[src/rtl/lpif_link_pkg.sv]
// LPIF link slave package
`default_nettype none

package lpif_link_pkg;

  ////////////////////////////////////////////////////////////
  // LPIF field widths

  localparam int state_w     = 4;
  localparam int protid_w    = 2;
  localparam int data_w      = 64;
  localparam int dvalid_w    = 1;
  localparam int crc_w       = 2;
  localparam int crc_valid_w = 1;
  localparam int valid_w     = 1;

  ////////////////////////////////////////////////////////////
  // Link word layout, valid at bit 0, state at the top

  localparam int valid_lsb     = 0;
  localparam int crc_valid_lsb = valid_lsb + valid_w;
  localparam int crc_lsb       = crc_valid_lsb + crc_valid_w;
  localparam int dvalid_lsb    = crc_lsb + crc_w;
  localparam int data_lsb      = dvalid_lsb + dvalid_w;
  localparam int protid_lsb    = data_lsb + data_w;
  localparam int state_lsb     = protid_lsb + protid_w;
  localparam int lpif_word_w   = state_lsb + state_w;

  // Word bits per lane, lane 0 takes the low part
  localparam int lane_data0_w = 38;
  localparam int lane_data1_w = lpif_word_w - lane_data0_w;

  // Auto-sync walk from offline to fully online
  typedef enum logic [2:0] {
    sync_idle,
    sync_tx_wait,
    sync_tx_up,
    sync_rx_wait,
    sync_rx_settle,
    sync_up
  } sync_state_t;

endpackage

`default_nettype wire

[src/rtl/lpif_word_if.sv]
// LPIF link word bus
`timescale 1ns/100ps
`default_nettype none

interface lpif_word_if import lpif_link_pkg::*; ();

  // Packed word from the upstream fields
  logic [lpif_word_w-1:0] tx_word;

  // Rebuilt word from the lanes, one strobe per word
  logic [lpif_word_w-1:0] rx_word;
  logic                   rx_push;

  // Delayed online levels from auto-sync
  logic                   tx_online_delay;
  logic                   rx_online_delay;

  // Word mapper side
  modport map (
    output tx_word,
    input  rx_word,
    input  rx_push,
    input  tx_online_delay,
    input  rx_online_delay
  );

  // Lane concatenator side
  modport phy (
    input  tx_word,
    output rx_word,
    output rx_push,
    input  tx_online_delay,
    input  rx_online_delay
  );

endinterface

`default_nettype wire

[src/rtl/link_sync_cfg.sv]
// Auto-sync delay configuration
`timescale 1ns/100ps
`default_nettype none

module link_sync_cfg #(
  parameter int delay_w = 16
) (
  input  logic               clk_wr,
  input  logic               rst_n,

  // Session level, high freezes the shadow copy
  input  logic               tx_online,

  // Host side values
  input  logic [delay_w-1:0] delay_x_value,
  input  logic [delay_w-1:0] delay_y_value,
  input  logic [delay_w-1:0] delay_z_value,

  // Shadow copy seen by the counters
  output logic [delay_w-1:0] delay_x,
  output logic [delay_w-1:0] delay_y,
  output logic [delay_w-1:0] delay_z
);

  ////////////////////////////////////////////////////////////
  // Shadow registers

  // Track host values while offline
  // Hold last capture for the whole online session
  always_ff @(posedge clk_wr or negedge rst_n) begin
    if (!rst_n) begin
      delay_x <= '0;
      delay_y <= '0;
      delay_z <= '0;
    end else if (!tx_online) begin
      delay_x <= delay_x_value;
      delay_y <= delay_y_value;
      delay_z <= delay_z_value;
    end
  end

endmodule

`default_nettype wire

[src/rtl/link_auto_sync.sv]
// Link online auto-sync
`timescale 1ns/100ps
`default_nettype none

module link_auto_sync import lpif_link_pkg::*; #(
  parameter int delay_w = 16
) (
  input  logic               clk_wr,
  input  logic               rst_n,

  // Raw online levels
  input  logic               tx_online,
  input  logic               rx_online,

  // Frozen delay counts
  input  logic [delay_w-1:0] delay_x,
  input  logic [delay_w-1:0] delay_y,
  input  logic [delay_w-1:0] delay_z,

  // Delayed levels and lane strobe
  output logic               tx_online_delay,
  output logic               rx_online_delay,
  output logic               tx_stb_bit,

  output logic [31:0]        debug_status
);

  sync_state_t        state_q;
  sync_state_t        state_nxt;
  logic [delay_w-1:0] cnt_q;
  logic [delay_w-1:0] cnt_nxt;
  logic               tx_up_nxt;
  logic               rx_up_nxt;

  ////////////////////////////////////////////////////////////
  // Next state

  always_comb begin
    state_nxt = state_q;
    cnt_nxt   = cnt_q;
    case (state_q)
      sync_idle: begin
        if (tx_online) begin
          state_nxt = sync_tx_wait;
          cnt_nxt   = delay_x;
        end
      end
      sync_tx_wait: begin
        if (!tx_online) state_nxt = sync_idle;
        else if (cnt_q == '0) state_nxt = sync_tx_up;
        else cnt_nxt = cnt_q - 1'b1;
      end
      // Wait here until the far side reports rx online
      sync_tx_up: begin
        if (!tx_online) begin
          state_nxt = sync_idle;
        end else if (rx_online) begin
          state_nxt = sync_rx_wait;
          cnt_nxt   = delay_y;
        end
      end
      sync_rx_wait: begin
        if (!tx_online) begin
          state_nxt = sync_idle;
        end else if (!rx_online) begin
          state_nxt = sync_tx_up;
        end else if (cnt_q == '0) begin
          state_nxt = sync_rx_settle;
          cnt_nxt   = delay_z;
        end else begin
          cnt_nxt = cnt_q - 1'b1;
        end
      end
      sync_rx_settle: begin
        if (!tx_online) state_nxt = sync_idle;
        else if (!rx_online) state_nxt = sync_tx_up;
        else if (cnt_q == '0) state_nxt = sync_up;
        else cnt_nxt = cnt_q - 1'b1;
      end
      sync_up: begin
        if (!tx_online) state_nxt = sync_idle;
        else if (!rx_online) state_nxt = sync_tx_up;
      end
      default: state_nxt = sync_idle;
    endcase
  end

  // Levels decoded from the next state, so outputs and status line up
  assign tx_up_nxt = (state_nxt inside {sync_tx_up, sync_rx_wait, sync_rx_settle, sync_up});
  assign rx_up_nxt = (state_nxt == sync_up);

  ////////////////////////////////////////////////////////////
  // State, levels and status registers

  always_ff @(posedge clk_wr or negedge rst_n) begin
    if (!rst_n) begin
      state_q         <= sync_idle;
      cnt_q           <= '0;
      tx_online_delay <= 1'b0;
      rx_online_delay <= 1'b0;
      debug_status    <= '0;
    end else begin
      state_q         <= state_nxt;
      cnt_q           <= cnt_nxt;
      tx_online_delay <= tx_up_nxt;
      rx_online_delay <= rx_up_nxt;
      // Bit 19 tx level, bit 18 rx level
      debug_status    <= {12'h000, tx_up_nxt, rx_up_nxt, 18'h00000};
    end
  end

  // Persistent strobe while tx is up
  assign tx_stb_bit = tx_online_delay;

  // Rx side never ahead of tx side
  rx_needs_tx_a : assert property (
    @(posedge clk_wr) disable iff (!rst_n) rx_online_delay |-> tx_online_delay
  ) else $error("rx_online_delay high without tx_online_delay");

endmodule

`default_nettype wire

[src/rtl/lpif_word_map.sv]
// LPIF field to link word mapper
`timescale 1ns/100ps
`default_nettype none

module lpif_word_map import lpif_link_pkg::*; (
  input  logic                   clk_wr,
  input  logic                   rst_n,

  // Upstream fields
  input  logic [state_w-1:0]     ustrm_state,
  input  logic [protid_w-1:0]    ustrm_protid,
  input  logic [data_w-1:0]      ustrm_data,
  input  logic [dvalid_w-1:0]    ustrm_dvalid,
  input  logic [crc_w-1:0]       ustrm_crc,
  input  logic [crc_valid_w-1:0] ustrm_crc_valid,
  input  logic [valid_w-1:0]     ustrm_valid,

  // Downstream fields
  output logic [state_w-1:0]     dstrm_state,
  output logic [protid_w-1:0]    dstrm_protid,
  output logic [data_w-1:0]      dstrm_data,
  output logic [dvalid_w-1:0]    dstrm_dvalid,
  output logic [crc_w-1:0]       dstrm_crc,
  output logic [crc_valid_w-1:0] dstrm_crc_valid,
  output logic [valid_w-1:0]     dstrm_valid,

  lpif_word_if.map               word_bus
);

  ////////////////////////////////////////////////////////////
  // Transmit packing

  // MSB first, state on top, valid at bit 0
  assign word_bus.tx_word = {ustrm_state,
                             ustrm_protid,
                             ustrm_data,
                             ustrm_dvalid,
                             ustrm_crc,
                             ustrm_crc_valid,
                             ustrm_valid};

  ////////////////////////////////////////////////////////////
  // Receive unpacking

  // Output register of the rx path
  // Zero whenever no word arrives this cycle
  always_ff @(posedge clk_wr or negedge rst_n) begin
    if (!rst_n) begin
      dstrm_state     <= '0;
      dstrm_protid    <= '0;
      dstrm_data      <= '0;
      dstrm_dvalid    <= '0;
      dstrm_crc       <= '0;
      dstrm_crc_valid <= '0;
      dstrm_valid     <= '0;
    end else if (word_bus.rx_push && word_bus.rx_online_delay) begin
      dstrm_state     <= word_bus.rx_word[state_lsb +: state_w];
      dstrm_protid    <= word_bus.rx_word[protid_lsb +: protid_w];
      dstrm_data      <= word_bus.rx_word[data_lsb +: data_w];
      dstrm_dvalid    <= word_bus.rx_word[dvalid_lsb +: dvalid_w];
      dstrm_crc       <= word_bus.rx_word[crc_lsb +: crc_w];
      dstrm_crc_valid <= word_bus.rx_word[crc_valid_lsb +: crc_valid_w];
      dstrm_valid     <= word_bus.rx_word[valid_lsb +: valid_w];
    end else begin
      dstrm_state     <= '0;
      dstrm_protid    <= '0;
      dstrm_data      <= '0;
      dstrm_dvalid    <= '0;
      dstrm_crc       <= '0;
      dstrm_crc_valid <= '0;
      dstrm_valid     <= '0;
    end
  end

  // Delivered word must come from an online rx session
  dstrm_valid_online_a : assert property (
    @(posedge clk_wr) disable iff (!rst_n)
      dstrm_valid[0] |-> $past(word_bus.rx_online_delay)
  ) else $error("dstrm_valid without rx_online_delay");

endmodule

`default_nettype wire

[src/rtl/phy_lane_concat.sv]
// Two-lane PHY concatenator
`timescale 1ns/100ps
`default_nettype none

module phy_lane_concat import lpif_link_pkg::*; #(
  parameter int lane_w = 40
) (
  input  logic              clk_wr,
  input  logic              rst_n,

  // Lane strobe from auto-sync
  input  logic              tx_stb_bit,

  // PHY lanes
  output logic [lane_w-1:0] tx_phy0,
  output logic [lane_w-1:0] tx_phy1,
  input  logic [lane_w-1:0] rx_phy0,
  input  logic [lane_w-1:0] rx_phy1,

  lpif_word_if.phy          word_bus
);

  // Lane 0 control bits sit above its data
  localparam int stb_idx = lane_data0_w;
  localparam int mrk_idx = lane_w - 1;

  logic [lane_w-1:0]       tx_lane0_nxt;
  logic [lane_w-1:0]       tx_lane1_nxt;
  logic [lane_data0_w-1:0] rx_data0_q;
  logic [lane_data1_w-1:0] rx_data1_q;
  logic                    rx_stb_q;

  ////////////////////////////////////////////////////////////
  // Transmit split

  always_comb begin
    tx_lane0_nxt = '0;
    tx_lane1_nxt = '0;
    // Low word bits on lane 0
    tx_lane0_nxt[lane_data0_w-1:0] = word_bus.tx_word[lane_data0_w-1:0];
    tx_lane0_nxt[stb_idx]          = tx_stb_bit;
    // No user marker on this link
    tx_lane0_nxt[mrk_idx]          = 1'b0;
    // High word bits on lane 1, spare bits and marker stay zero
    tx_lane1_nxt[lane_data1_w-1:0] = word_bus.tx_word[lpif_word_w-1:lane_data0_w];
  end

  // Lanes idle at zero while tx is not up
  always_ff @(posedge clk_wr or negedge rst_n) begin
    if (!rst_n) begin
      tx_phy0 <= '0;
      tx_phy1 <= '0;
    end else if (word_bus.tx_online_delay) begin
      tx_phy0 <= tx_lane0_nxt;
      tx_phy1 <= tx_lane1_nxt;
    end else begin
      tx_phy0 <= '0;
      tx_phy1 <= '0;
    end
  end

  ////////////////////////////////////////////////////////////
  // Receive rebuild

  // Lane register, first stage of the rx path
  always_ff @(posedge clk_wr) begin
    rx_data0_q <= rx_phy0[lane_data0_w-1:0];
    rx_data1_q <= rx_phy1[lane_data1_w-1:0];
    rx_stb_q   <= rx_phy0[stb_idx];
  end

  assign word_bus.rx_word = {rx_data1_q, rx_data0_q};

  // Push only a strobed word during an rx session
  assign word_bus.rx_push = rx_stb_q & word_bus.rx_online_delay;

  // Offline cycle leaves quiet lanes behind it
  tx_lanes_quiet_a : assert property (
    @(posedge clk_wr) disable iff (!rst_n)
      !word_bus.tx_online_delay |=> (tx_phy0 == '0 && tx_phy1 == '0)
  ) else $error("tx lanes active after tx_online_delay low");

endmodule

`default_nettype wire

[src/rtl/lpif_link_slave_top.sv]
// LPIF two-lane link slave
`timescale 1ns/100ps
`default_nettype none

module lpif_link_slave_top import lpif_link_pkg::*; #(
  parameter int lane_w  = 40,
  parameter int delay_w = 16
) (
  // Clocking and control
  input  logic                   clk_wr,
  input  logic                   rst_n,
  input  logic                   tx_online,
  input  logic                   rx_online,
  input  logic [delay_w-1:0]     delay_x_value,
  input  logic [delay_w-1:0]     delay_y_value,
  input  logic [delay_w-1:0]     delay_z_value,

  // PHY lanes
  output logic [lane_w-1:0]      tx_phy0,
  input  logic [lane_w-1:0]      rx_phy0,
  output logic [lane_w-1:0]      tx_phy1,
  input  logic [lane_w-1:0]      rx_phy1,

  // Downstream
  output logic [state_w-1:0]     dstrm_state,
  output logic [protid_w-1:0]    dstrm_protid,
  output logic [data_w-1:0]      dstrm_data,
  output logic [dvalid_w-1:0]    dstrm_dvalid,
  output logic [crc_w-1:0]       dstrm_crc,
  output logic [crc_valid_w-1:0] dstrm_crc_valid,
  output logic [valid_w-1:0]     dstrm_valid,

  // Upstream
  input  logic [state_w-1:0]     ustrm_state,
  input  logic [protid_w-1:0]    ustrm_protid,
  input  logic [data_w-1:0]      ustrm_data,
  input  logic [dvalid_w-1:0]    ustrm_dvalid,
  input  logic [crc_w-1:0]       ustrm_crc,
  input  logic [crc_valid_w-1:0] ustrm_crc_valid,
  input  logic [valid_w-1:0]     ustrm_valid,

  // Debug
  output logic [31:0]            rx_downstream_debug_status,
  output logic [31:0]            tx_upstream_debug_status
);

  ////////////////////////////////////////////////////////////
  // Interconnect

  logic [delay_w-1:0] delay_x;
  logic [delay_w-1:0] delay_y;
  logic [delay_w-1:0] delay_z;
  logic               tx_online_delay;
  logic               rx_online_delay;
  logic               tx_stb_bit;
  logic [31:0]        debug_status;

  lpif_word_if word_bus ();

  // Online levels shared by both word path ends
  assign word_bus.tx_online_delay = tx_online_delay;
  assign word_bus.rx_online_delay = rx_online_delay;

  // One status word feeds both debug views
  assign rx_downstream_debug_status = debug_status;
  assign tx_upstream_debug_status   = debug_status;

  ////////////////////////////////////////////////////////////
  // Auto-sync and its configuration

  link_sync_cfg #(
    .delay_w (delay_w)
  ) link_sync_cfg_inst (
    .clk_wr        (clk_wr),
    .rst_n         (rst_n),
    .tx_online     (tx_online),
    .delay_x_value (delay_x_value),
    .delay_y_value (delay_y_value),
    .delay_z_value (delay_z_value),
    .delay_x       (delay_x),
    .delay_y       (delay_y),
    .delay_z       (delay_z)
  );

  link_auto_sync #(
    .delay_w (delay_w)
  ) link_auto_sync_inst (
    .clk_wr          (clk_wr),
    .rst_n           (rst_n),
    .tx_online       (tx_online),
    .rx_online       (rx_online),
    .delay_x         (delay_x),
    .delay_y         (delay_y),
    .delay_z         (delay_z),
    .tx_online_delay (tx_online_delay),
    .rx_online_delay (rx_online_delay),
    .tx_stb_bit      (tx_stb_bit),
    .debug_status    (debug_status)
  );

  ////////////////////////////////////////////////////////////
  // Word path

  lpif_word_map lpif_word_map_inst (
    .clk_wr          (clk_wr),
    .rst_n           (rst_n),
    .ustrm_state     (ustrm_state),
    .ustrm_protid    (ustrm_protid),
    .ustrm_data      (ustrm_data),
    .ustrm_dvalid    (ustrm_dvalid),
    .ustrm_crc       (ustrm_crc),
    .ustrm_crc_valid (ustrm_crc_valid),
    .ustrm_valid     (ustrm_valid),
    .dstrm_state     (dstrm_state),
    .dstrm_protid    (dstrm_protid),
    .dstrm_data      (dstrm_data),
    .dstrm_dvalid    (dstrm_dvalid),
    .dstrm_crc       (dstrm_crc),
    .dstrm_crc_valid (dstrm_crc_valid),
    .dstrm_valid     (dstrm_valid),
    .word_bus        (word_bus)
  );

  phy_lane_concat #(
    .lane_w (lane_w)
  ) phy_lane_concat_inst (
    .clk_wr     (clk_wr),
    .rst_n      (rst_n),
    .tx_stb_bit (tx_stb_bit),
    .tx_phy0    (tx_phy0),
    .tx_phy1    (tx_phy1),
    .rx_phy0    (rx_phy0),
    .rx_phy1    (rx_phy1),
    .word_bus   (word_bus)
  );

endmodule

`default_nettype wire

[config.mk]
export PLATFORM = sky130hd
export DESIGN_NAME = lpif_link_slave_top
export DESIGN_NICKNAME = d
export VERILOG_FILES = /design/src/rtl/lpif_link_pkg.sv /design/src/rtl/lpif_word_if.sv /design/src/rtl/link_sync_cfg.sv /design/src/rtl/link_auto_sync.sv /design/src/rtl/lpif_word_map.sv /design/src/rtl/phy_lane_concat.sv /design/src/rtl/lpif_link_slave_top.sv
export SDC_FILE = /design/constraint.sdc
export NUM_CORES = 1
export LEC_CHECK = 0
export BUFFER_PORTS_ARGS = -buffer_cell sky130_fd_sc_hd__buf_4
export CAP_MARGIN = 20
export CORE_AREA = 5 5 161 163
export CTS_CLUSTER_DIAMETER = 50
export DETAILED_ROUTE_END_ITERATION = 8
export DIE_AREA = 0 0 166 168
export HOLD_SLACK_MARGIN = 0.05
export PLACE_DENSITY = 0.76
export SETUP_SLACK_MARGIN = 0.15
export SYNTH_ARGS = -nofsm -noshare
export SYNTH_HDL_FRONTEND = slang
export SYNTH_HIERARCHICAL = 1
export SYNTH_SLANG_ARGS = --single-unit
[constraint.sdc]
create_clock -name clk_wr -period 4.3 [get_ports clk_wr]
set_input_delay 0 -clock clk_wr [delete_from_list [all_inputs] [get_ports clk_wr]]
set_output_delay 0 -clock clk_wr [all_outputs]
set_load 0.02 [all_outputs]
==> impl_metrics.json, run 1 <==
{
  "clockBufferDepth": 3,
  "powerDensity_nw_per_um2": 402,
  "max-cap-violations": 0,
  "clock_sinks": 296,
  "worst_hold_path_type": "in2reg",
  "crit_path_end": "link_auto_sync_inst/cnt_q[15]",
  "post_cts_buffers": 0,
  "maxSlewViolCount": 0,
  "final_layout_size_suffix_gt1_frac": 0.354,
  "status": "finished, final reports clean",
  "grt_pass1_vias": 8670,
  "drt_iter0_drc": 592,
  "grt_usage": 0.224,
  "io_pins": 426,
  "clk_pin_slew_ns": 0.06,
  "slew_headroom": 0.321,
  "post_synth_num_cell_types": 54,
  "postSynthAreaPerCell_sq_um": 12.7,
  "power_leakage_nw": 8.34,
  "rows": 57,
  "grt_max_degree": 125,
  "numPortBuffers": 357,
  "post-route-period-util": 0.689,
  "worstSetupEndpointType": "flip-flop",
  "skew_ns": 0.0307,
  "place_congestion": 0.859,
  "cp_cell_sequence": "inv_1 > ha_1 > or4b_1 > nor3_1 > a311oi_1 > a221oi_4 > buf_4 > nor2_1 > a22o_1",
  "critical-path-max-stage-delay_ns": 0.55,
  "cp.arrival_ns": 3.35,
  "fin_nets": 1540,
  "ir_worst_vdd_mv": 0.411,
  "reg2reg_from": "link_auto_sync_inst/cnt_q[0]",
  "h-tree-depth": 2,
  "design.core.area_sq_um": 24200,
  "timing.final.hold_violations": 0,
  "netlist_area_sq_um": 11300,
  "synth_edf_count": 0,
  "cp_slowest_cell": "or4b_1",
  "die-area_sq_um": 27900,
  "dpl.hpwl_um": 19400,
  "cp_num_cells": 9,
  "num_vias": 8082,
  "setup_violations": 0,
  "worst_slew_pin_slew_ns": 1.02,
  "cp.required_ns": 4.69,
  "cts_tree": "built",
  "die_h_um": 168,
  "gr-total-overflow": 0,
  "hold_buffers": 201,
  "path_class": "reg2reg",
  "dr.pass1.iters": 5,
  "path_delay_family": "simple AND/OR/NAND/NOR gates",
  "crit_start": "link_auto_sync_inst/cnt_q[0]",
  "start_util": 0.466,
  "seq_area_frac_synth": 0.624,
  "dpl_cell_area_sq_um": 13100,
  "syn-instance-count": 888,
  "num-fill-cells": 1608,
  "synthFlopType": "dfrtp_1",
  "r2r_cells": 9,
  "cts_resized": 0,
  "r2r_slack_ns": 1.34,
  "routed_via_density": 4.80,
  "r2r-end": "link_auto_sync_inst/cnt_q[15]",
  "fmax_ghz": 0.338,
  "cts_made_buffers": 36,
  "yosysWarnings": 6,
  "rsz0062_at_grt": "false",
  "grt_pass1_wl_um": 49600,
  "syn2layout_area_growth_pct": 45.1,
  "ant_nets": 0,
  "synthArstFlopShare": 0.743,
  "ys_ff_latch": 296,
  "remaining_drc_errors": 0,
  "post_drt_wl_per_cell_um": 19.1,
  "antenna_found_initial": 3,
  "period_minus_slack_ns": 2.96,
  "crit_buf_inv": 2,
  "crit_path_max_fanout": 32,
  "wl_um": 32200,
  "root_buffer": "clkbuf_16",
  "tns_ns": 0,
  "final_area_sq_um": 16300,
  "cp-start-kind": "flip-flop",
  "total_power_mw": 6.57,
  "insertion_delay_ns": 0.51,
  "die_width_um": 166
}
==> synthesized netlist by cell type, types with 5 or more instances <==
cell	number	area [sq um]
o21a_1	12	90.1
xnor2_1	6	52.6
buf_6	19	214
nand2_1	19	71.3
o21ai_0	16	80.1
and3_1	76	475
a22o_1	7	61.3
mux2_4	20	300
dfrtp_1	220	5510
clkbuf_1	13	48.8
xor2_1	7	61.3
buf_4	146	1100
and2_1	77	482
a21oi_1	15	75.1
dfxtp_1	76	1520
mux2_2	29	327
inv_1	6	22.5
buf_2	11	55.1
o31ai_1	6	45.0
nor3_1	12	60.1
nor2_1	33	124
o211ai_1	5	37.5
==> worst register-to-register path, cell delays in order, from the launching register on <==
cell and delay (ns):
dfrtp_1 0.43, inv_1 0.08, ha_1 0.19, or4b_1 0.55, nor3_1 0.37, a311oi_1 0.23
a221oi_4 0.32, buf_4 0.35, nor2_1 0.11, a22o_1 0.20
==> where the power goes <==
| part | internal (mW) | switching, mW | total [mW] | leakage (nW) |
|---|---|---|---|---|
| combinational | 0.362 | 0.265 | 0.627 | 4.19 |
| clock | 1.80 | 1.18 | 2.97 | 0.579 |
| sequential | 2.89 | 0.0844 | 2.97 | 3.57 |
| total | 5.04 | 1.53 | 6.57 | 8.34 |
==> per-layer routing <==
metal / GRT usage / routed length [um] / vias to the layer above
met2: 0.405 / 17000 / 336
li1: - / - / 3679
met5: 0 / 27 / -
met4: 0.0839 / 1210 / 4
met3: 0.0596 / 2180 / 81
met1: 0.254 / 11800 / 3982
==> registers in the layout, summed over array words and instances (netlist names), 2 cells and up <==
signal and cells:
lpif_word_map_inst/dstrm_protid 2, link_sync_cfg_inst/delay_y 16, phy_lane_concat_inst/tx_phy0 39, phy_lane_concat_inst/rx_data1_q 37, link_sync_cfg_inst/delay_z 16, phy_lane_concat_inst/tx_phy1 37
lpif_word_map_inst/dstrm_state 4, link_auto_sync_inst/state_q 3, lpif_word_map_inst/dstrm_crc 2, lpif_word_map_inst/dstrm_data 64, link_sync_cfg_inst/delay_x 16, link_auto_sync_inst/cnt_q 16
phy_lane_concat_inst/rx_data0_q 38
==> layout by cell type, fill, tap and decap left out, types with 5 or more instances in the layout <==
cell | synthesis | layout
clkbuf_16 | 0 | 36
clkbuf_8 | 0 | 6
xor2_1 | 7 | 7
a22o_1 | 7 | 7
mux2_4 | 20 | 20
buf_4 | 146 | 360
o31ai_1 | 6 | 6
and3_1 | 76 | 76
clkbuf_1 | 13 | 7
conb_1 | 2 | 34
mux2_2 | 29 | 29
nor3_1 | 12 | 12
nor2_1 | 33 | 33
o21a_1 | 12 | 12
a21oi_1 | 15 | 15
dlygate4sd3_1 | 0 | 201
xnor2_1 | 6 | 6
o21ai_0 | 16 | 16
dfrtp_1 | 220 | 218
and2_1 | 77 | 76
nand2_1 | 19 | 19
inv_1 | 6 | 6
o211ai_1 | 5 | 5
dfxtp_1 | 76 | 76
==> cells by family (layout without fill, tap and decap cells) <==
logic type               Yosys count  after routing  share of synthesized area
flip-flops                       296            296                      0.624
AND/OR/NAND/NOR                  239            239                      0.123
buffers and inverters            196            635                      0.128
AO/OA/AOI/OAI                     91             91                     0.0567
multiplexers                      50             50                     0.0566
XOR/XNOR                          13             13                     0.0101
other                              2             35                   0.000667
adder cells (fa/ha/maj)            1              1                    0.00111
==> worst min-delay path by stage <==
stage                           start                                   to  cells past startpoint
after CTS                   tx_online       link_auto_sync_inst/state_q[0]                      2
after global placement    rx_phy1[35]  phy_lane_concat_inst/rx_data1_q[35]                      1
after global routing      rx_phy1[14]  phy_lane_concat_inst/rx_data1_q[14]                      2
final                       tx_online       link_auto_sync_inst/state_q[0]                      2
after detailed placement  rx_phy1[18]  phy_lane_concat_inst/rx_data1_q[18]                      1
after floorplan                 rst_n         link_auto_sync_inst/cnt_q[0]                      0
==> final cells by class <==
type                    count  area (sq um)  share of cell area
diodes                      1          2.50            0.000153
clock buffers              49          1010              0.0618
clock inverters            16           188              0.0115
inverters                   6          22.5             0.00138
multi-input cells         428          2910               0.178
flip-flops and latches    296          7030               0.430
well taps                 324           405              0.0248
repair buffers            564          4770               0.292
==> metrics by stage <==
stage,setup WS (ns),hold WS (ns),util,cells
floorplan,1.75,-0.296,-,920
global placement,1.44,0.104,0.542,1416
detailed placement,1.38,0.106,0.542,1416
CTS,1.37,0.0958,0.675,1682
global route,1.23,0.107,0.676,1684
finish,1.34,0.112,0.676,1684
Power figures use the tool's default switching activity.
==> inputs of run 2 (changes only) <==
--- a/config.mk
+++ b/config.mk
@@ -5,12 +5,13 @@
 export SDC_FILE = /design/constraint.sdc
 export NUM_CORES = 1
 export LEC_CHECK = 0
+export ABC_AREA = 1
 export BUFFER_PORTS_ARGS = -buffer_cell sky130_fd_sc_hd__buf_4
 export CAP_MARGIN = 20
-export CORE_AREA = 5 5 161 163
+export CORE_MARGIN = 5
+export CORE_UTILIZATION = 45
 export CTS_CLUSTER_DIAMETER = 50
 export DETAILED_ROUTE_END_ITERATION = 8
-export DIE_AREA = 0 0 166 168
 export HOLD_SLACK_MARGIN = 0.05
 export PLACE_DENSITY = 0.76
 export SETUP_SLACK_MARGIN = 0.15
==> constraint.sdc (replaced) <==
create_clock -name clk_wr -period 2.5 [get_ports clk_wr]
set_input_delay 0 -clock clk_wr [delete_from_list [all_inputs] [get_ports clk_wr]]
set_output_delay 0 -clock clk_wr [all_outputs]
set_load 0.02 [all_outputs]
==> run 2 against run 1 <==
  * Final cell count is 24% higher
  * Sequential cell count is the same
  * Sequential power grew 72%
  * Total power up 79%
  * Critical path depth decreased by 2
  * Global-route usage rose by 1.4 points
  * Critical endpoint is now link_sync_cfg_inst/delay_z[1]
==> impl_metrics.json, run 2 <==
{
  "status": "finished, final reports clean",
  "post_cts_buffers": 0,
  "rsz0062_at_grt": "false",
  "place_congestion": 0.910,
  "maxSlewViolCount": 0,
  "wl_met1_um": 12800,
  "wl_um": 36000,
  "r2r-end": "link_auto_sync_inst/cnt_q[8]",
  "die-area_sq_um": 29700,
  "start_util": 0.457,
  "num-fill-cells": 1781,
  "grt_usage": 0.238,
  "placed_cells": 1801,
  "dpl_cell_area_sq_um": 13900,
  "worst_hold_path_type": "in2async",
  "hold_buffers": 225,
  "cp-start-kind": "input port",
  "gr-total-overflow": 0,
  "slew_headroom": 0.459,
  "cp.arrival_ns": 2.59,
  "grt_pass1_wl_um": 55300,
  "seq_area_frac_synth": 0.592,
  "instances_no_fill": 2089,
  "synth_top_area_cell": "dfrtp_1",
  "multi_input_area_sq_um": 2900,
  "synthTopCellsByArea": "dfrtp_1 (46%), dfxtp_1 (13%), nand2_1 (12%)",
  "die_h_um": 172,
  "ir_worst_vdd_mv": 0.686,
  "numPortBuffers": 357,
  "synth_top_area_frac": 0.464,
  "synth_edf_count": 0,
  "dpl.hpwl_um": 20900,
  "worstSetupEndpointType": "flip-flop",
  "routed_via_density": 4.54,
  "num_vias": 9485,
  "r2r_cells": 9,
  "final_area_sq_um": 17400,
  "skew_ns": 0.0307,
  "cp.required_ns": 2.93,
  "insertion_delay_ns": 0.51,
  "cts_made_buffers": 35,
  "worst_slew_pin_slew_ns": 0.811,
  "netlist_area_sq_um": 11900,
  "crit_path_end": "link_sync_cfg_inst/delay_z[1]",
  "pre_cts_ws_ns": 0.456,
  "period_minus_slack_ns": 2.16,
  "cts_resized": 0,
  "synth.top_cells.by_count": "nand2_1 (371), dfrtp_1 (220), inv_1 (177)",
  "yosysMostFrequentCell": "nand2_1",
  "root_buffer": "clkbuf_16",
  "layout_commonest_cell": "nand2_1",
  "clk_pin_slew_ns": 0.06,
  "post-route-period-util": 0.862,
  "hold_slack_ns": 0.0375,
  "largest_register_ffs": 64,
  "path_class": "in2reg",
  "grt_pass1_vias": 10400,
  "power_leakage_nw": 9.78,
  "timing.final.hold_violations": 0,
  "postLayoutSetupSlackWorst_ns": 0.344,
  "drt_iter0_drc": 721,
  "syn-instance-count": 1238,
  "design.core.area_sq_um": 26000,
  "largestRegisters": "lpif_word_map_inst/dstrm_data x64, phy_lane_concat_inst/tx_phy0 x39, phy_lane_concat_inst/rx_data0_q x38",
  "final_layout_size_suffix_gt1_frac": 0.297,
  "rows": 59,
  "regMostFlops": "lpif_word_map_inst/dstrm_data",
  "dr.pass1.iters": 5,
  "powerDensity_nw_per_um2": 678,
  "grt_max_degree": 80,
  "met3_length_um": 2960,
  "cts_tree": "built",
  "synthFlopType": "dfrtp_1",
  "routed-wl-met2_um": 19000,
  "remaining_drc_errors": 0,
  "max-cap-violations": 0,
  "antenna_found_initial": 1,
  "reg2reg_from": "link_auto_sync_inst/cnt_q[0]",
  "clock_sinks": 296,
  "crit_path_max_fanout": 48,
  "crit_start": "tx_online",
  "ys_ff_latch": 296,
  "area.sequential_sq_um": 7030,
  "r2r_slack_ns": 0.41,
  "routed.top_layer": "met5",
  "postSynthAreaPerCell_sq_um": 9.59,
  "setup_violations": 0,
  "post_drt_wl_per_cell_um": 17.2,
  "clockBufferDepth": 3,
  "fin_nets": 1936,
  "ant_nets": 0,
  "post_synth_num_cell_types": 28,
  "layout_common_cells": "nand2_1 (371), buf_4 (367), dlygate4sd3_1 (225), dfrtp_1 (219), inv_1 (177)",
  "tns_ns": 0,
  "fmax_ghz": 0.464,
  "die_width_um": 172,
  "syn2layout_area_growth_pct": 46.5,
  "yosysWarnings": 6,
  "io_pins": 426,
  "synthArstFlopShare": 0.743,
  "h-tree-depth": 2
}
run 2: changes by cell type in the layout (fill, tap and decap cells not counted), sizes merged, moves of 49 or more:
cell   previous run  this run
nand2            19       378
inv              10       196
nor2             33       139
and2             77         0
and3             76         0
mux2             49         0
run 2: area by class of cell:
class	count	share of cell area
clock inverter	20	0.0135
multi-input combinational	607	0.167
inverter	192	0.0415
antenna	1	0.000144
tap	335	0.0241
clock buffer	42	0.0572
timing repair buffer	596	0.292
sequential	296	0.404
run 2: per-layer routing:
metal	up-vias	track usage
met3	103	0.0727
met2	407	0.429
met5	-	0
met1	4567	0.266
li1	4406	-
met4	2	0.0837
run 2: stage by stage:
stage	util	power, mW
2_1_floorplan	-	5.87
3_3_place_gp	0.535	6.13
3_5_place_dp	0.535	6.16
4_1_cts	0.669	11.8
5_1_grt	0.669	12.2
6_report	0.669	11.8
run 2: cell families (layout without fill, tap and decap cells):
family | Yosys count | after routing | synth area share
other | 2 | 35 | 0.000633
and+or+nand+nor | 560 | 560 | 0.224
DFF | 296 | 296 | 0.592
xor gates and xnor gates | 6 | 6 | 0.00443
buffers and inverters | 367 | 850 | 0.175
adders and majority gates | 1 | 1 | 0.00105
AOI/OAI and AO/OA | 6 | 6 | 0.00306
run 2: where the power goes:
| group | switching (mW) | internal, mW |
|---|---|---|
| clock network | 2.07 | 3.28 |
| logic | 0.685 | 0.647 |
| registers | 0.147 | 4.96 |
| total | 2.90 | 8.89 |
run 2: worst min-delay path by stage:
stage / end / cells after the start / slack (ns)
floorplan: link_auto_sync_inst/cnt_q[0] / 0 / -0.30
global placement: link_sync_cfg_inst/delay_z[11] / 1 / -0.009
detailed placement: link_sync_cfg_inst/delay_z[11] / 1 / 0.0003
CTS: link_sync_cfg_inst/delay_x[12] / 2 / 0.05
global route: link_sync_cfg_inst/delay_z[11] / 2 / 0.09
finish: link_sync_cfg_inst/delay_x[12] / 2 / 0.04
run 2: critical path, stage by stage:
cell           delay (ns)
dlygate4sd3_1        0.56
buf_4                0.24
buf_4                0.27
inv_2                0.62
nand2_1              0.18
nand2_1              0.12
dlygate4sd3_1        0.56
==> inputs of run 3 (changes only) <==
--- a/config.mk
+++ b/config.mk
@@ -13,7 +13,7 @@
 export CTS_CLUSTER_DIAMETER = 50
 export DETAILED_ROUTE_END_ITERATION = 8
 export HOLD_SLACK_MARGIN = 0.05
-export PLACE_DENSITY = 0.76
+export PLACE_DENSITY = 0.77
 export SETUP_SLACK_MARGIN = 0.15
 export SYNTH_ARGS = -nofsm -noshare
 export SYNTH_HDL_FRONTEND = slang
==> run 3 against run 2 <==
  * Maximum frequency fell by 1.1%
  * Critical path depth did not move
  * Global-route usage rose by 0.93 points
  * Clock skew shrank 0.0052 ns
  * Combinational power barely moved
  * Routed wire length increased by 2.3%
  * Worst hold slack better by 0.079 ns
  * Critical path type unchanged
  * Critical endpoint is now link_sync_cfg_inst/delay_x[1]
==> impl_metrics.json, run 3 (synthesis gave the netlist of run 2 again) <==
{
  "status": "finished, final reports clean",
  "insertion_delay_ns": 0.52,
  "crit_buf_inv": 5,
  "grt_max_degree": 85,
  "wl_met1_um": 12300,
  "layout_commonest_cell": "nand2_1",
  "fmax_ghz": 0.459,
  "cp_cell_sequence": "dlygate4sd3_1 > buf_4 > buf_4 > inv_2 > nand2_1 > nand2_1 > dlygate4sd3_1",
  "clk_pin_slew_ns": 0.06,
  "ant_nets": 0,
  "worst_hold_path_type": "in2async",
  "die_h_um": 172,
  "routed.top_layer": "met5",
  "layout_common_cells": "nand2_1 (371), buf_4 (370), dlygate4sd3_1 (220), dfrtp_1 (219), inv_1 (177)",
  "crit_path_max_fanout": 48,
  "design.core.area_sq_um": 26000,
  "maxSlewViolCount": 0,
  "antenna_found_initial": 2,
  "cp-start-kind": "input port",
  "cts_resized": 0,
  "wl_um": 36800,
  "cp.arrival_ns": 2.62,
  "ir_worst_vdd_mv": 0.608,
  "die_width_um": 172,
  "clockBufferDepth": 3,
  "largestRegisters": "lpif_word_map_inst/dstrm_data x64, phy_lane_concat_inst/tx_phy0 x39, phy_lane_concat_inst/rx_data0_q x38",
  "final_layout_size_suffix_gt1_frac": 0.296,
  "die-area_sq_um": 29700,
  "powerDensity_nw_per_um2": 680,
  "slew_headroom": 0.472,
  "pre_cts_ws_ns": 0.407,
  "p_seq_frac": 0.432,
  "worst_slew_pin_slew_ns": 0.790,
  "syn2layout_area_growth_pct": 46.5,
  "post-route-period-util": 0.872,
  "path_delay_family": "buffers and inverters",
  "max-cap-violations": 0,
  "rsz0062_at_grt": "false",
  "place_congestion": 0.878,
  "root_buffer": "clkbuf_16",
  "skew_ns": 0.0255,
  "largest_register_ffs": 64,
  "period_minus_slack_ns": 2.18,
  "numPortBuffers": 357,
  "utilization": 0.669,
  "fin_nets": 1934,
  "cts_tree": "built",
  "postLayoutSetupSlackWorst_ns": 0.321,
  "internal_power_mw": 8.96,
  "io_pins": 426,
  "timing.final.hold_violations": 0,
  "routed_via_density": 4.58,
  "power_leakage_nw": 9.78,
  "met3_length_um": 2750,
  "rows": 59,
  "dr.pass1.iters": 5,
  "clock_sinks": 296,
  "power_switching_mw": 2.86,
  "start_util": 0.457,
  "pwr-share-comb": 0.114,
  "num_vias": 9573,
  "remaining_drc_errors": 0,
  "grt_pass1_vias": 10700,
  "tns_ns": 0,
  "drt_iter0_drc": 652,
  "h-tree-depth": 2,
  "worstSetupEndpointType": "flip-flop",
  "regMostFlops": "lpif_word_map_inst/dstrm_data",
  "cts_made_buffers": 34,
  "cp.required_ns": 2.94,
  "p_sw_frac": 0.242,
  "dpl.hpwl_um": 20900,
  "grt_usage": 0.247,
  "cp_slowest_cell": "inv_2",
  "path_class": "in2reg",
  "post_drt_wl_per_cell_um": 17.6,
  "grt_pass1_wl_um": 56900,
  "clkPwrFrac": 0.454,
  "setup_violations": 0,
  "gr-total-overflow": 0,
  "routed-wl-met2_um": 19900,
  "num-fill-cells": 1726,
  "critical-path-max-stage-delay_ns": 0.62
}
[run 3: through the flow]
stage | area, sq um | power, mW | hold slack (ns) | cells
6_report | 17400 | 11.8 | 0.116 | 2088
5_1_grt | 17400 | 12.3 | 0.108 | 2088
4_1_cts | 17400 | 11.8 | 0.104 | 2085
3_5_place_dp | 13900 | 6.17 | 0.0501 | 1803
3_3_place_gp | 13900 | 6.13 | 0.0481 | 1803
2_1_floorplan | 12000 | 5.87 | -0.296 | 1270
[run 3: repair_timing]
action | 4_1_cts | 5_1_grt
hold endpoints to repair | 381 | 0
hold buffers | 220 | 0
setup endpoints to repair | 0 | 1
buffers inserted | 0 | 2
[run 3: routing by layer]
metal  vias up  global-route usage
li1       4399                   -
met1      4602               0.256
met2       448               0.459
met3       122              0.0706
met4         2               0.113
met5         -                   0
[run 3: worst paths after layout]
| kind | start | end | slack (ns) | cells after the start |
|---|---|---|---|---|
| min reg2reg | phy_lane_concat_inst/rx_data0_q[3] | lpif_word_map_inst/dstrm_crc[1] | 0.40 | 2 |
| max | tx_online | link_sync_cfg_inst/delay_x[1] | 0.32 | 7 |
| max in group asynchronous | rst_n | link_sync_cfg_inst/delay_z[14] | 1.62 | 3 |
| max reg2reg | link_auto_sync_inst/cnt_q[0] | link_auto_sync_inst/debug_status[18] | 0.32 | 8 |
| min | rst_n | phy_lane_concat_inst/tx_phy0[36] | 0.12 | 2 |
| min in group clk_wr | rx_phy1[27] | phy_lane_concat_inst/rx_data1_q[27] | 0.12 | 2 |
[run 3: cell type report]
class                   count  area (sq um)  share of cell area
flip-flops and latches    296          7030               0.404
repair buffers            595          5070               0.292
multi-input cells         607          2900               0.167
clock buffers              50          1010              0.0582
inverters                 192           721              0.0415
well taps                 335           419              0.0241
clock inverters            12           225              0.0130
diodes                      1          2.50            0.000144
[run 3: power groups by stage]
stage / Sequential [mW] / Combinational, mW / Clock, mW
finish: 5.10 / 1.34 / 5.37
global route: 5.12 / 1.48 / 5.67
CTS: 5.09 / 1.29 / 5.42
detailed placement: 5.18 / 0.987 / 0
global placement: 5.17 / 0.958 / 0
floorplan: 5.15 / 0.726 / 0
